[config.mk]
export PLATFORM = sky130hd
export DESIGN_NAME = stepper_ctrl_top
export DESIGN_NICKNAME = d
export VERILOG_FILES = /design/src/verilog/stepper_pkg.sv /design/src/verilog/move_if.sv /design/src/verilog/stepper_ctrl_top.sv /design/src/verilog/hbridge_driver.sv /design/src/verilog/step_generator.sv /design/src/verilog/cmd_decoder.sv /design/src/verilog/spi_word_rx.sv
export VERILOG_INCLUDE_DIRS = /design/src /design/src/verilog
export SDC_FILE = /design/constraint.sdc
export NUM_CORES = 1
export LEC_CHECK = 0
export ABC_AREA = 1
export BUFFER_PORTS_ARGS = -buffer_cell sky130_fd_sc_hd__buf_2
export CORE_ASPECT_RATIO = 0.9
export CORE_UTILIZATION = 45
export CTS_CLUSTER_DIAMETER = 80
export DETAILED_ROUTE_END_ITERATION = 16
export SYNTH_ARGS = -nofsm -noshare
export SYNTH_HDL_FRONTEND = slang
export SYNTH_SLANG_ARGS = --single-unit
[constraint.sdc]
create_clock -name CLK -period 15.8 [get_ports CLK]
set_clock_uncertainty 0.15 [all_clocks]
set_input_delay 0.79 -clock CLK [delete_from_list [all_inputs] [get_ports CLK]]
set_output_delay 0.79 -clock CLK [all_outputs]
set_load 0.05 [all_outputs]
[src/verilog/stepper_macros.svh]
`ifndef STEPPER_MACROS_SVH
`define STEPPER_MACROS_SVH

// SPI word, phase accumulator and rate width
`define WORD_BITS 64

`define DIV_BITS 24       // Clock divisor
`define DIV_RESET 31      // Divisor after reset

// H-bridge drive
`define PWM_BITS 8        // PWM counter and coil amplitude
`define POS_BITS 6        // 64 positions per electrical cycle
`define MAX_MICROSTEP 4   // Highest microstep exponent

// Quarter-wave sine table depth
`define SINE_ENTRIES 16

`endif
[src/verilog/stepper_pkg.sv]
`include "stepper_macros.svh"

package stepper_pkg;

  // One SPI word as received from the host
  typedef logic [`WORD_BITS-1:0] word_t;

  // Rates are two's complement
  typedef logic signed [`WORD_BITS-1:0] rate_t;

  // Exponent 0..MAX_MICROSTEP
  typedef logic [$clog2(`MAX_MICROSTEP+1)-1:0] microstep_t;

  // Message header opcodes, top byte of the first word
  typedef enum logic [7:0] {
    CMD_MOVE      = 8'h01,  // Three data words follow
    CMD_DIVISOR   = 8'h03,  // Tick divisor in low bits
    CMD_MICROSTEP = 8'h04   // Exponent in low bits
  } cmd_e;

endpackage

[src/verilog/move_if.sv]
`timescale 1ns/10ps
`include "stepper_macros.svh"

// Move parameters from the decoder to the step generator
interface move_if
  import stepper_pkg::*;
();

  logic                 start;          // One-cycle pulse
  logic                 dir;
  word_t                duration;       // In ticks
  rate_t                increment;
  rate_t                increment_inc;
  logic [`DIV_BITS-1:0] divisor;        // Level, used at the next tick
  logic                 busy;

  modport decoder (
    output start,
    output dir,
    output duration,
    output increment,
    output increment_inc,
    output divisor
  );

  modport generator (
    input  start,
    input  dir,
    input  duration,
    input  increment,
    input  increment_inc,
    input  divisor,
    output busy
  );

endinterface

[src/verilog/stepper_ctrl_top.sv]
`timescale 1ns/10ps

module stepper_ctrl_top
  import stepper_pkg::*;
(
  input  logic CLK,
  input  logic reset,
  input  logic sck,
  input  logic ssel,
  input  logic mosi,
  output logic miso,
  output logic led,
  output logic busy,
  output logic step,
  output logic dir,
  output logic phase_a1,
  output logic phase_a2,
  output logic phase_b1,
  output logic phase_b2,
  output logic pwm_a,
  output logic pwm_b
);

  logic       word_valid;
  word_t      word;
  microstep_t microstep;

  move_if mv0 ();

  assign busy = mv0.busy;  // Status LED pin

  spi_word_rx rx0 (
    .CLK        (CLK),
    .reset      (reset),
    .sck        (sck),
    .ssel       (ssel),
    .mosi       (mosi),
    .miso       (miso),
    .word_valid (word_valid),
    .word       (word)
  );

  cmd_decoder dec0 (
    .CLK        (CLK),
    .reset      (reset),
    .word_valid (word_valid),
    .word       (word),
    .mv         (mv0.decoder),
    .microstep  (microstep),
    .led        (led)
  );

  step_generator gen0 (
    .CLK   (CLK),
    .reset (reset),
    .mv    (mv0.generator),
    .step  (step),
    .dir   (dir)
  );

  hbridge_driver hb0 (
    .CLK       (CLK),
    .reset     (reset),
    .step      (step),
    .dir       (dir),
    .microstep (microstep),
    .phase_a1  (phase_a1),
    .phase_a2  (phase_a2),
    .phase_b1  (phase_b1),
    .phase_b2  (phase_b2),
    .pwm_a     (pwm_a),
    .pwm_b     (pwm_b)
  );

endmodule

[src/verilog/hbridge_driver.sv]
`timescale 1ns/10ps
`include "stepper_macros.svh"

module hbridge_driver
  import stepper_pkg::*;
(
  input  logic       CLK,
  input  logic       reset,
  input  logic       step,
  input  logic       dir,
  input  microstep_t microstep,
  output logic       phase_a1,
  output logic       phase_a2,
  output logic       phase_b1,
  output logic       phase_b2,
  output logic       pwm_a,
  output logic       pwm_b
);

  localparam int IDX_BITS = $clog2(`SINE_ENTRIES);
  // One full step is a quarter of the electrical cycle
  localparam logic [`POS_BITS-1:0] FULL_STEP = {2'b01, {(`POS_BITS-2){1'b0}}};

  logic [`POS_BITS-1:0] position;
  logic [`POS_BITS-1:0] delta;
  logic [IDX_BITS-1:0]  quad_idx;
  logic [`PWM_BITS-1:0] pwm_cnt;
  logic [`PWM_BITS-1:0] mag_a;
  logic [`PWM_BITS-1:0] mag_b;
  logic                 sign_a;
  logic                 sign_b;
  logic                 enabled;   // Set by the first step

  // 255 * sin((i + 0.5) * pi / 32), symmetric so mirroring is ~idx
  function automatic logic [`PWM_BITS-1:0] qsine(input logic [IDX_BITS-1:0] idx);
    case (idx)
      4'd0:    qsine = 8'd13;
      4'd1:    qsine = 8'd37;
      4'd2:    qsine = 8'd62;
      4'd3:    qsine = 8'd86;
      4'd4:    qsine = 8'd109;
      4'd5:    qsine = 8'd131;
      4'd6:    qsine = 8'd152;
      4'd7:    qsine = 8'd171;
      4'd8:    qsine = 8'd189;
      4'd9:    qsine = 8'd205;
      4'd10:   qsine = 8'd219;
      4'd11:   qsine = 8'd231;
      4'd12:   qsine = 8'd240;
      4'd13:   qsine = 8'd247;
      4'd14:   qsine = 8'd252;
      default: qsine = 8'd255;
    endcase
  endfunction

  assign delta    = FULL_STEP >> microstep;
  assign quad_idx = position[IDX_BITS-1:0];

  // Sine positive in the first half cycle, cosine in the first and last quarter
  assign sign_a = ~position[`POS_BITS-1];
  assign sign_b = ~(position[`POS_BITS-1] ^ position[`POS_BITS-2]);

  assign mag_a = position[`POS_BITS-2] ? qsine(~quad_idx) : qsine(quad_idx);
  assign mag_b = position[`POS_BITS-2] ? qsine(quad_idx) : qsine(~quad_idx);

  assign phase_a1 = enabled & sign_a;
  assign phase_a2 = enabled & ~sign_a;
  assign phase_b1 = enabled & sign_b;
  assign phase_b2 = enabled & ~sign_b;
  assign pwm_a    = enabled & (pwm_cnt < mag_a);
  assign pwm_b    = enabled & (pwm_cnt < mag_b);

  always_ff @(posedge CLK) begin
    if (reset) begin
      position <= '0;
      pwm_cnt  <= '0;
      enabled  <= 1'b0;
    end else begin
      pwm_cnt <= pwm_cnt + 1'b1;  // Free running
      if (step) begin
        enabled  <= 1'b1;
        position <= dir ? position + delta : position - delta;  // Wraps at 64
      end
    end
  end

endmodule

[src/verilog/step_generator.sv]
`timescale 1ns/10ps
`include "stepper_macros.svh"

module step_generator
  import stepper_pkg::*;
(
  input  logic       CLK,
  input  logic       reset,
  move_if.generator  mv,
  output logic       step,
  output logic       dir
);

  logic [`DIV_BITS-1:0] div_cnt;
  word_t                ticks_left;
  rate_t                rate;
  rate_t                rate_inc;    // Held for the whole move
  rate_t                rate_next;
  word_t                accum;
  logic [`WORD_BITS:0]  sum;         // Carry in the top bit
  logic                 accept;
  logic                 tick;

  // Zero-length moves are not started
  assign accept = mv.start && !mv.busy && (mv.duration != '0);

  // Compare with >= so a lowered divisor still ends the current tick
  assign tick = mv.busy && (div_cnt >= mv.divisor);

  assign rate_next = rate + rate_inc;
  assign sum       = {1'b0, accum} + {1'b0, rate_next};

  // Rate and accumulator
  always_ff @(posedge CLK) begin
    if (accept) begin
      rate     <= mv.increment;
      rate_inc <= mv.increment_inc;
      accum    <= '0;
    end else if (tick) begin
      rate  <= rate_next;
      accum <= sum[`WORD_BITS-1:0];
    end
  end

  always_ff @(posedge CLK) begin
    if (reset) begin
      mv.busy    <= 1'b0;
      step       <= 1'b0;
      dir        <= 1'b0;
      div_cnt    <= '0;
      ticks_left <= '0;
    end else begin
      step <= 1'b0;
      if (accept) begin
        mv.busy    <= 1'b1;
        dir        <= mv.dir;  // Fixed for the move
        div_cnt    <= '0;
        ticks_left <= mv.duration;
      end else if (tick) begin
        div_cnt    <= '0;
        step       <= sum[`WORD_BITS];  // Carry out of bit 63
        ticks_left <= ticks_left - 1'b1;
        if (ticks_left == word_t'(1)) begin
          mv.busy <= 1'b0;
        end
      end else if (mv.busy) begin
        div_cnt <= div_cnt + 1'b1;
      end
    end
  end

endmodule

[src/verilog/cmd_decoder.sv]
`timescale 1ns/10ps
`include "stepper_macros.svh"

module cmd_decoder
  import stepper_pkg::*;
(
  input  logic       CLK,
  input  logic       reset,
  input  logic       word_valid,
  input  word_t      word,
  move_if.decoder    mv,
  output microstep_t microstep,
  output logic       led
);

  localparam int PAYLOAD_BITS = `WORD_BITS - 8;

  typedef enum logic {
    ST_IDLE,
    ST_COLLECT
  } state_e;

  state_e     state;
  logic [1:0] data_cnt;   // Data words seen after a move header
  cmd_e       header;
  microstep_t ms_clamped;

  assign header = cmd_e'(word[`WORD_BITS-1 -: 8]);

  // Anything above the limit saturates
  assign ms_clamped = (word[PAYLOAD_BITS-1:0] > PAYLOAD_BITS'(`MAX_MICROSTEP)) ?
                      microstep_t'(`MAX_MICROSTEP) : word[$bits(microstep_t)-1:0];

  // Move words read by the generator only on start
  always_ff @(posedge CLK) begin
    if (word_valid && state == ST_COLLECT) begin
      case (data_cnt)
        2'd0:    mv.duration <= word;
        2'd1:    mv.increment <= $signed(word);
        default: mv.increment_inc <= $signed(word);
      endcase
    end
  end

  always_ff @(posedge CLK) begin
    if (reset) begin
      state      <= ST_IDLE;
      data_cnt   <= '0;
      mv.start   <= 1'b0;
      mv.dir     <= 1'b0;
      mv.divisor <= `DIV_BITS'(`DIV_RESET);
      microstep  <= '0;
      led        <= 1'b0;
    end else begin
      mv.start <= 1'b0;
      if (word_valid) begin
        led <= ~led;  // Activity blink
        case (state)
          ST_IDLE: begin
            data_cnt <= '0;
            if ({header[7:1], 1'b1} == CMD_MOVE) begin  // 0x01 forward, 0x00 reverse
              mv.dir <= header[0];
              state  <= ST_COLLECT;
            end else begin
              case (header)
                CMD_DIVISOR:   mv.divisor <= word[`DIV_BITS-1:0];
                CMD_MICROSTEP: microstep <= ms_clamped;
                default: ;  // Unknown opcode is ignored
              endcase
            end
          end
          ST_COLLECT: begin
            data_cnt <= data_cnt + 1'b1;
            if (data_cnt == 2'd2) begin
              mv.start <= 1'b1;  // Last word captured this cycle
              state    <= ST_IDLE;
            end
          end
          default: state <= ST_IDLE;
        endcase
      end
    end
  end

endmodule

[src/verilog/spi_word_rx.sv]
`timescale 1ns/10ps
`include "stepper_macros.svh"

module spi_word_rx
  import stepper_pkg::*;
(
  input  logic  CLK,
  input  logic  reset,
  input  logic  sck,
  input  logic  ssel,
  input  logic  mosi,
  output logic  miso,
  output logic  word_valid,
  output word_t word
);

  localparam int CNT_BITS = $clog2(`WORD_BITS);
  localparam logic [CNT_BITS-1:0] LAST_BIT = CNT_BITS'(`WORD_BITS - 1);

  logic [2:0]          sck_sr;    // Two sync flops plus edge history
  logic [2:0]          ssel_sr;
  logic [1:0]          mosi_sr;
  logic [CNT_BITS-1:0] bit_cnt;
  word_t               rx_shift;
  word_t               tx_shift;  // Echo of the last completed word
  logic                sck_rise;
  logic                sck_fall;
  logic                ssel_fall;
  logic                active;

  assign sck_rise  = sck_sr[1] & ~sck_sr[2];
  assign sck_fall  = ~sck_sr[1] & sck_sr[2];
  assign ssel_fall = ~ssel_sr[1] & ssel_sr[2];
  assign active    = ~ssel_sr[1];
  assign miso      = tx_shift[`WORD_BITS-1];

  always_ff @(posedge CLK) begin
    if (reset) begin
      sck_sr  <= '0;
      ssel_sr <= '1;  // Idle deselected
      mosi_sr <= '0;
    end else begin
      sck_sr  <= {sck_sr[1:0], sck};
      ssel_sr <= {ssel_sr[1:0], ssel};
      mosi_sr <= {mosi_sr[0], mosi};
    end
  end

  // Receive side
  always_ff @(posedge CLK) begin
    if (active && sck_rise) begin
      rx_shift <= {rx_shift[`WORD_BITS-2:0], mosi_sr[1]};
    end
  end

  always_ff @(posedge CLK) begin
    if (reset) begin
      bit_cnt    <= '0;
      word_valid <= 1'b0;
      word       <= '0;
      tx_shift   <= '0;
    end else begin
      word_valid <= 1'b0;
      if (!active) begin
        bit_cnt <= '0;  // Partial word is dropped
      end else if (sck_rise) begin
        bit_cnt <= bit_cnt + 1'b1;
        if (bit_cnt == LAST_BIT) begin
          word       <= {rx_shift[`WORD_BITS-2:0], mosi_sr[1]};
          word_valid <= 1'b1;
        end
      end

      // Echo reloads at frame start, MSB is on miso before the first rising edge
      if (ssel_fall) begin
        tx_shift <= word;
      end else if (active && sck_fall) begin
        tx_shift <= {tx_shift[`WORD_BITS-2:0], 1'b0};
      end
    end
  end

endmodule

Word-level counts from Yosys, hierarchy flattened
Memory sizes are Yosys's and may differ from the RTL's. A register that Yosys moved wholly into a read port is not among the register bits.
Cells that the tools add are included.
{"block": "totals", "wordCells": 126, "input_bits": 5, "regBits": 729, "rom_bits": 512, "mem_count": 4}
{"memory": "(no name shown)", "words": 16, "width": 8, "rd": 1, "rd_clocked_by_memory_dff": 0, "wr": 0, "line_no": "hbridge_driver.sv:36", "text": "case (idx)"}
{"memory": "(no name shown)", "words": 16, "width": 8, "rd": 1, "rd_clocked_by_memory_dff": 1, "wr": 0, "line_no": "hbridge_driver.sv:36"}
{"memory": "(no name shown)", "words": 16, "width": 8, "rd": 1, "rd_clocked_by_memory_dff": 1, "wr": 0, "line_no": "hbridge_driver.sv:36"}
{"memory": "(no name shown)", "words": 16, "width": 8, "rd": 1, "rd_clocked_by_memory_dff": 0, "wr": 0, "line_no": "hbridge_driver.sv:36"}
{"block": "classes", "addsub": 9, "bitwise": 23, "n_reduce_logical": 27, "n_lt_le_gt_ge": 4, "shift": 1, "n_eq_ne": 6, "muxes": 23}
{"op": "two-way mux 64 bit", "n": 6}
{"op": "adder 64 x 64 -> 65 bit", "n": 1}
{"op": "adder 64 bit", "n": 1}
{"op": "== test 64 x 1 -> 1 bit (second input constant)", "n": 1}
{"op": "nonzero test 64 bit", "n": 1}
{"op": "subtractor 64 x 1 -> 64 bit (second input constant)", "n": 1}
{"op": "greater-than comparator 56 x 3 -> 1 bit (second input constant)", "n": 1}
{"op": "adder 24 x 1 -> 24 bit (second input constant)", "n": 1}
{"op": "greater-or-equal comparator 24 bit", "n": 1}
{"op": "less-than comparator 8 bit", "n": 2}
{"op": "two-way mux 4 bit", "n": 4}
{"op": "two-way mux 8 bit", "n": 2}
{"op": "NOT 1 bit", "n": 12}
{"op": "OR reduction 3 bit", "n": 4}
{"op": "AND 1 bit", "n": 9}
{"op": "adder 8 x 1 -> 8 bit (second input constant)", "n": 1}
{"op": "== test 8 x 2 -> 1 bit (second input constant)", "n": 1}
{"op": "== test 8 x 3 -> 1 bit (second input constant)", "n": 1}
{"op": "AND reduction 2 bit", "n": 4}
{"op": "AND reduction 4 bit", "n": 2}
{"op": "zero test 7 bit", "n": 1}
{"op": "two-way mux 1 bit", "n": 7}
{"op": "adder 6 x 1 -> 6 bit (second input constant)", "n": 1}
{"op": "adder 6 bit", "n": 1}
{"op": "18 further kinds", "n": 27}

Longest topological paths before layout
{"block": "depth", "word_depth": 5, "ltp_mapped": 31}

By module
Synthesis repeated with hierarchy kept, for this count alone.
{"block": "hier_totals", "hier_cells": 5965, "area_unflattened_um2": 42807.3}
{"mod": "step_generator", "area_per_inst_um2": 25356.8, "cells_each": 4277, "instances": 1}
{"mod": "spi_word_rx", "area_per_inst_um2": 8144.1, "cells_each": 972, "instances": 1}
{"mod": "cmd_decoder", "area_per_inst_um2": 7263.2, "cells_each": 413, "instances": 1}
{"mod": "hbridge_driver", "area_per_inst_um2": 2043.2, "cells_each": 303, "instances": 1}

Worst setup path before layout
Ideal clock, no wire load.
{"block": "synth_path", "path_type": "reg2reg", "start": "register dec0.data_cnt[0]", "end": "register dec0.mv.increment_inc[0] (enable)", "n_path_buf": 0, "slack_ps": 10116, "path_stages_with_launch": 4, "arrival_time_ps": 4969, "setup_time_ps": 565, "path_cell_list": "dfxtp_1 -> inv_1 -> ha_1 -> nor3_1"}
{"block": "synth_via", "elab_chain_len": 4}
{"item": "from (decl)", "line_no": "cmd_decoder.sv:24", "text": "logic [1:0] data_cnt;"}
{"item": "from (signal assigned)", "line_no": "cmd_decoder.sv:73", "text": "data_cnt <= data_cnt + 1'b1;"}
{"item": "== test 2 x 1 -> 1 bit or zero test 2 bit (tied branches)", "line_no": "cmd_decoder.sv:37", "text": "case (data_cnt)"}
{"item": "OR reduction 2 bit (no line) *"}
{"item": "NOT 1 bit (no line) *"}
{"item": "AND reduction 2 bit (no line) *"}
{"item": "to (signal assigned)", "line_no": "cmd_decoder.sv:40", "text": "default: mv.increment_inc <= $signed(word);"}
{"item": "to (decl)", "line_no": "move_if.sv:22", "text": "output increment_inc,"}
Every way passes the cells marked *; elsewhere a longest branch is shown, timed or not.
A chain may end at the register's enable or synchronous reset.

Worst setup path after layout
{"block": "layout_path", "start": "register gen0.rate_inc[0]", "end": "register gen0.accum[61]"}
{"block": "layout_via", "elab_chain_len": 2}
{"item": "from (decl)", "line_no": "step_generator.sv:17", "text": "rate_t rate_inc;"}
{"item": "from (signal assigned)", "line_no": "step_generator.sv:37", "text": "rate_inc <= mv.increment_inc;"}
{"item": "adder 64 bit", "line_no": "step_generator.sv:30", "text": "assign rate_next = rate + rate_inc;"}
{"item": "adder 64 x 64 -> 65 bit", "line_no": "step_generator.sv:31", "text": "assign sum = {1'b0, accum} + {1'b0, rate_next};"}
{"item": "to (signal assigned)", "line_no": "step_generator.sv:41", "text": "accum <= sum[`WORD_BITS-1:0];"}
{"item": "to (decl)", "line_no": "step_generator.sv:19", "text": "word_t accum;"}
No other way between the ends.

==> key figures <==
Timing
  • Max-slew violation count: 0
  • Final setup vio count: 0
  • FMAX: 0.209 GHz
  • Normalized max-slew margin: 0.245
  • Setup TNS: 0 ps
  • Final worst-path cycle share: 0.303
  • Final Hold Viols: 0
  • Slew of the pin with the lowest slew margin: 1130 ps
  • Period minus WS final: 4790 ps
  • RSZ-0062 raised after global routing: no

Worst setup path
  • Critical path endpoint category: flop
  • WP data required: 16200 ps
  • R2R Path Start: gen0.rate_inc[0]
  • Crit. Startpoint: gen0.rate_inc[0]
  • CP startpoint kind: flop
  • Crit Path Class: flop to flop
  • Critical path fanouts, max: 5
  • Crit path DAT: 5190 ps

Yosys
  • Number of distinct library cells after synthesis: 46
  • Post-synth EDFFs: 383
  • Ys Warns: 0
  • Top-area cell type share of the netlist area: 0.277
  • Synth Register Bits: 737
  • Post-Syn Instances: 5635
  • Synth async-reset ratio: 0
  • Main combinational cell family by area after synthesis: simple AND/OR/NAND/NOR gates
  • Post-synthesis sequential area ratio: 0.448
  • Simple-gate share of the synthesized area: 0.301
  • Area share of fa/ha/maj cells after synthesis: 0.0609
  • Mapped Avg Cell Area: 7.36 sq um
  • Mux share of post-synthesis cell area: 0
  • Synthesized area: 41500 sq um
  • Syn Nets: 5840
  • Synth Area in XOR/XNOR: 0.0272
  • Compound-Gate Fraction of Synth Area: 0.0752
  • Post-synth top flop: edfxtp_1
  • Synth area leader: edfxtp_1
  • Top post-synthesis cells by area: edfxtp_1 (28%), dfxtp_1 (17%), nand2_1 (17%)

Clocking
  • # Post-CTS Setup Buffers: 0
  • Clk slew on worst S/H paths: 60 ps
  • CTS Buf Count: 81
  • CTS Hold Bufs: 0
  • Clock Tree Root: clkbuf_16
  • Skew-Pair Late Insertion Delay: 670 ps
  • Cts repair resizes: 0
  • H-tree depth: 3
  • CTS tree: done
  • Clock buffer depth: 3
  • Total clock sinks: 737

Detailed routing
  • Antenna-violating nets left: 0
  • DRT Wirelength: 128000 microns
  • Routed WL per cell: 18.5 microns
  • First drt pass iteration count: 6
  • Via count: 35700
  • # DRC: 0
  • Drt initial violations: 3241
  • DR vias/cell: 5.17

GRT
  • Largest net degree at the start of global routing: 102
  • Met2 Resource Use GR: 0.421
  • Grt peak-use layer: met2
  • GRT overflow: 0
  • Met3 Track Usage GR: 0.0294
  • Vias in the first global route: 32600
  • Met1 Use GR: 0.393
  • Antenna violations before repair: 5
  • Total GRT Usage: 0.271
  • First-pass GRT wire length: 193000 microns

Die
  • Core outline area: 91200 sq um
  • I/O Pins: 16
  • Initial core utilization: 0.455
  • Chip Width: 322 microns
  • Core Rows: 105
  • Die ar.: 93400 sq um
  • Die H: 290 microns

Cells and area
  • Area growth syn-to-layout: 9.68%
  • FILL cells: 9130
  • Share of cells above drive strength 1: 0.0366
  • Post-Layout Cell Count: 6921
  • Nets: 5827

Min path
  • Worst Hold Launch: ssel
  • Hold/Removal Path Class: primary input to flop

Pwr
  • Cell Pwr Density: 88.5 nW/um^2
  • LEAKAGE: 19.9 nW
  • Psw: 0.000876 W
  • Sw frac: 0.218
  • Worst VDD drop: 0.0000788 V
  • Flop pwr share: 0.500
  • Clk pwr share: 0.487
  • Cell Int Power: 0.00315 W
  • Combinational Power Share: 0.013

Placement
  • Input/output buffers: 15
  • Post-placement cell count: 6769
  • Detailed placer's ending HPWL: 96200 microns
  • Final Wtd Congestion: 0.998

Flow run
  • Maxcap violations: 0

Outcome
  • Status: completed
[cells in the final DEF, fill, tap and decap left out, types with 9 or more instances in the layout]
master,count
clkbuf_16,83
nand4_1,39
o21ai_0,226
xor2_1,59
a211oi_1,27
clkinv_2,14
a21oi_1,238
ha_1,197
and2_1,37
nor4_1,19
or2_2,10
dfxtp_1,354
nor3_1,84
buf_4,31
o21bai_1,12
clkinv_1,9
nor2_1,640
clkbuf_1,14
nand2_1,1873
edfxtp_1,383
nand3b_1,17
a311oi_1,38
inv_1,775
xnor2_1,70
nand3_1,330
buf_2,14
[per-layer routing]
layer / share of wire / vias to the layer above
met5: 0.00016 / -
met4: 0.029 / 2
met3: 0.054 / 193
met2: 0.44 / 970
met1: 0.47 / 16600
li1: - / 18000
[power groups by stage]
stage / combinational, W / clock [W] / sequential (W)
finish: 0.0000535 / 0.00196 / 0.00201
global route: 0.0000601 / 0.00207 / 0.00201
CTS: 0.0000533 / 0.00200 / 0.00201
detailed placement: 0.0000530 / 0 / 0.00205
global placement: 0.0000525 / 0 / 0.00205
floorplan: 0.0000415 / 0 / 0.00205
[state kept, by name (all words and copies together) (netlist names), 2 cells and up, named ones only]
signal and count:
gen0.accum 64, hb0.pwm_cnt 8, hb0.position 6, rx0.ssel_sr 3, rx0.tx_shift 64, gen0.rate 64
dec0.mv.increment 64, gen0.rate_inc 64, gen0.ticks_left 64, dec0.microstep 3, rx0.rx_shift 63, dec0.data_cnt 2
rx0.mosi_sr 2, rx0.word 64, gen0.div_cnt 24, rx0.bit_cnt 6, dec0.mv.duration 64, rx0.sck_sr 3
dec0.mv.divisor 24, dec0.mv.increment_inc 64
[worst max-delay path, cell delays in order (launching register included)]
cell and delay (ps):
edfxtp_1 330, ha_1 260, inv_1 80, fa_1 400
inv_1 130, nand3_1 80, nand3_1 170, nand2_1 70
nand2_1 140, nand2_1 80, nand2_1 210, nand2_1 80
nand2_1 160, nand2_1 150, nand2_1 100, nand2_1 50
and2_1 160, ha_1 390, nand2_1 100, inv_1 80
nand2_1 100, nor3_1 460, and3_1 260, nand2_1 160
nand3_1 110, nand3_1 80, nand2_1 80, inv_1 40
[per-stage QoR]
step	hold slack (ps)	cell area, sq um	power (W)	util	worst slack [ps]
floorplan	238	41500	0.00209	-	10120
global placement	245	42700	0.00210	0.468	11060
detailed placement	243	42700	0.00210	0.468	11050
CTS	136	45500	0.00406	0.499	11050
global route	148	45500	0.00414	0.499	10840
finish	174	45500	0.00402	0.499	11010
[final timing paths]
kind	end	slack [ps]	cells after the start
hold reg to reg	rx0.sck_sr[1]	250	2
setup reg to reg	gen0.accum[61]	11010	27
setup / recovery	gen0.accum[61]	11010	27
hold / removal	rx0.ssel_sr[0]	170	2
[final cells by class]
| type | count | area, sq um | area share |
|---|---|---|---|
| Timing Repair Buffer | 45 | 303 | 0.00666 |
| Tap cell | 1230 | 1540 | 0.0338 |
| Clock buffer | 104 | 2230 | 0.0489 |
| Antenna cell | 1 | 2.50 | 0.0000550 |
| Sequential cell | 737 | 18600 | 0.409 |
| Inverter | 783 | 2950 | 0.0648 |
| Clock inverter | 47 | 563 | 0.0124 |
| Multi-Input combinational cell | 3974 | 19300 | 0.425 |
[cells by family after synthesis]
| family | count (synthesis) |
|---|---|
| flip-flops | 737 |
| AND/OR/NAND/NOR | 3079 |
| buffers and inverters | 924 |
| adder cells (fa/ha/maj) | 200 |
| XOR/XNOR | 129 |
| AO/OA/AOI/OAI | 566 |
[synth_stat cells, types with 12 or more instances]
cell	number
a211oi_1	27
xor2_1	59
xnor2_1	70
nand2_1	1874
o21bai_1	12
clkbuf_1	67
nand3b_1	17
and2_1	37
nor2_1	643
a311oi_1	38
nor4_1	19
nor3_1	85
buf_2	51
nand4_1	39
a21oi_1	238
inv_1	777
ha_1	197
nand3_1	331
dfxtp_1	354
o21ai_0	226
edfxtp_1	383
Power figures use the tool's default switching activity.
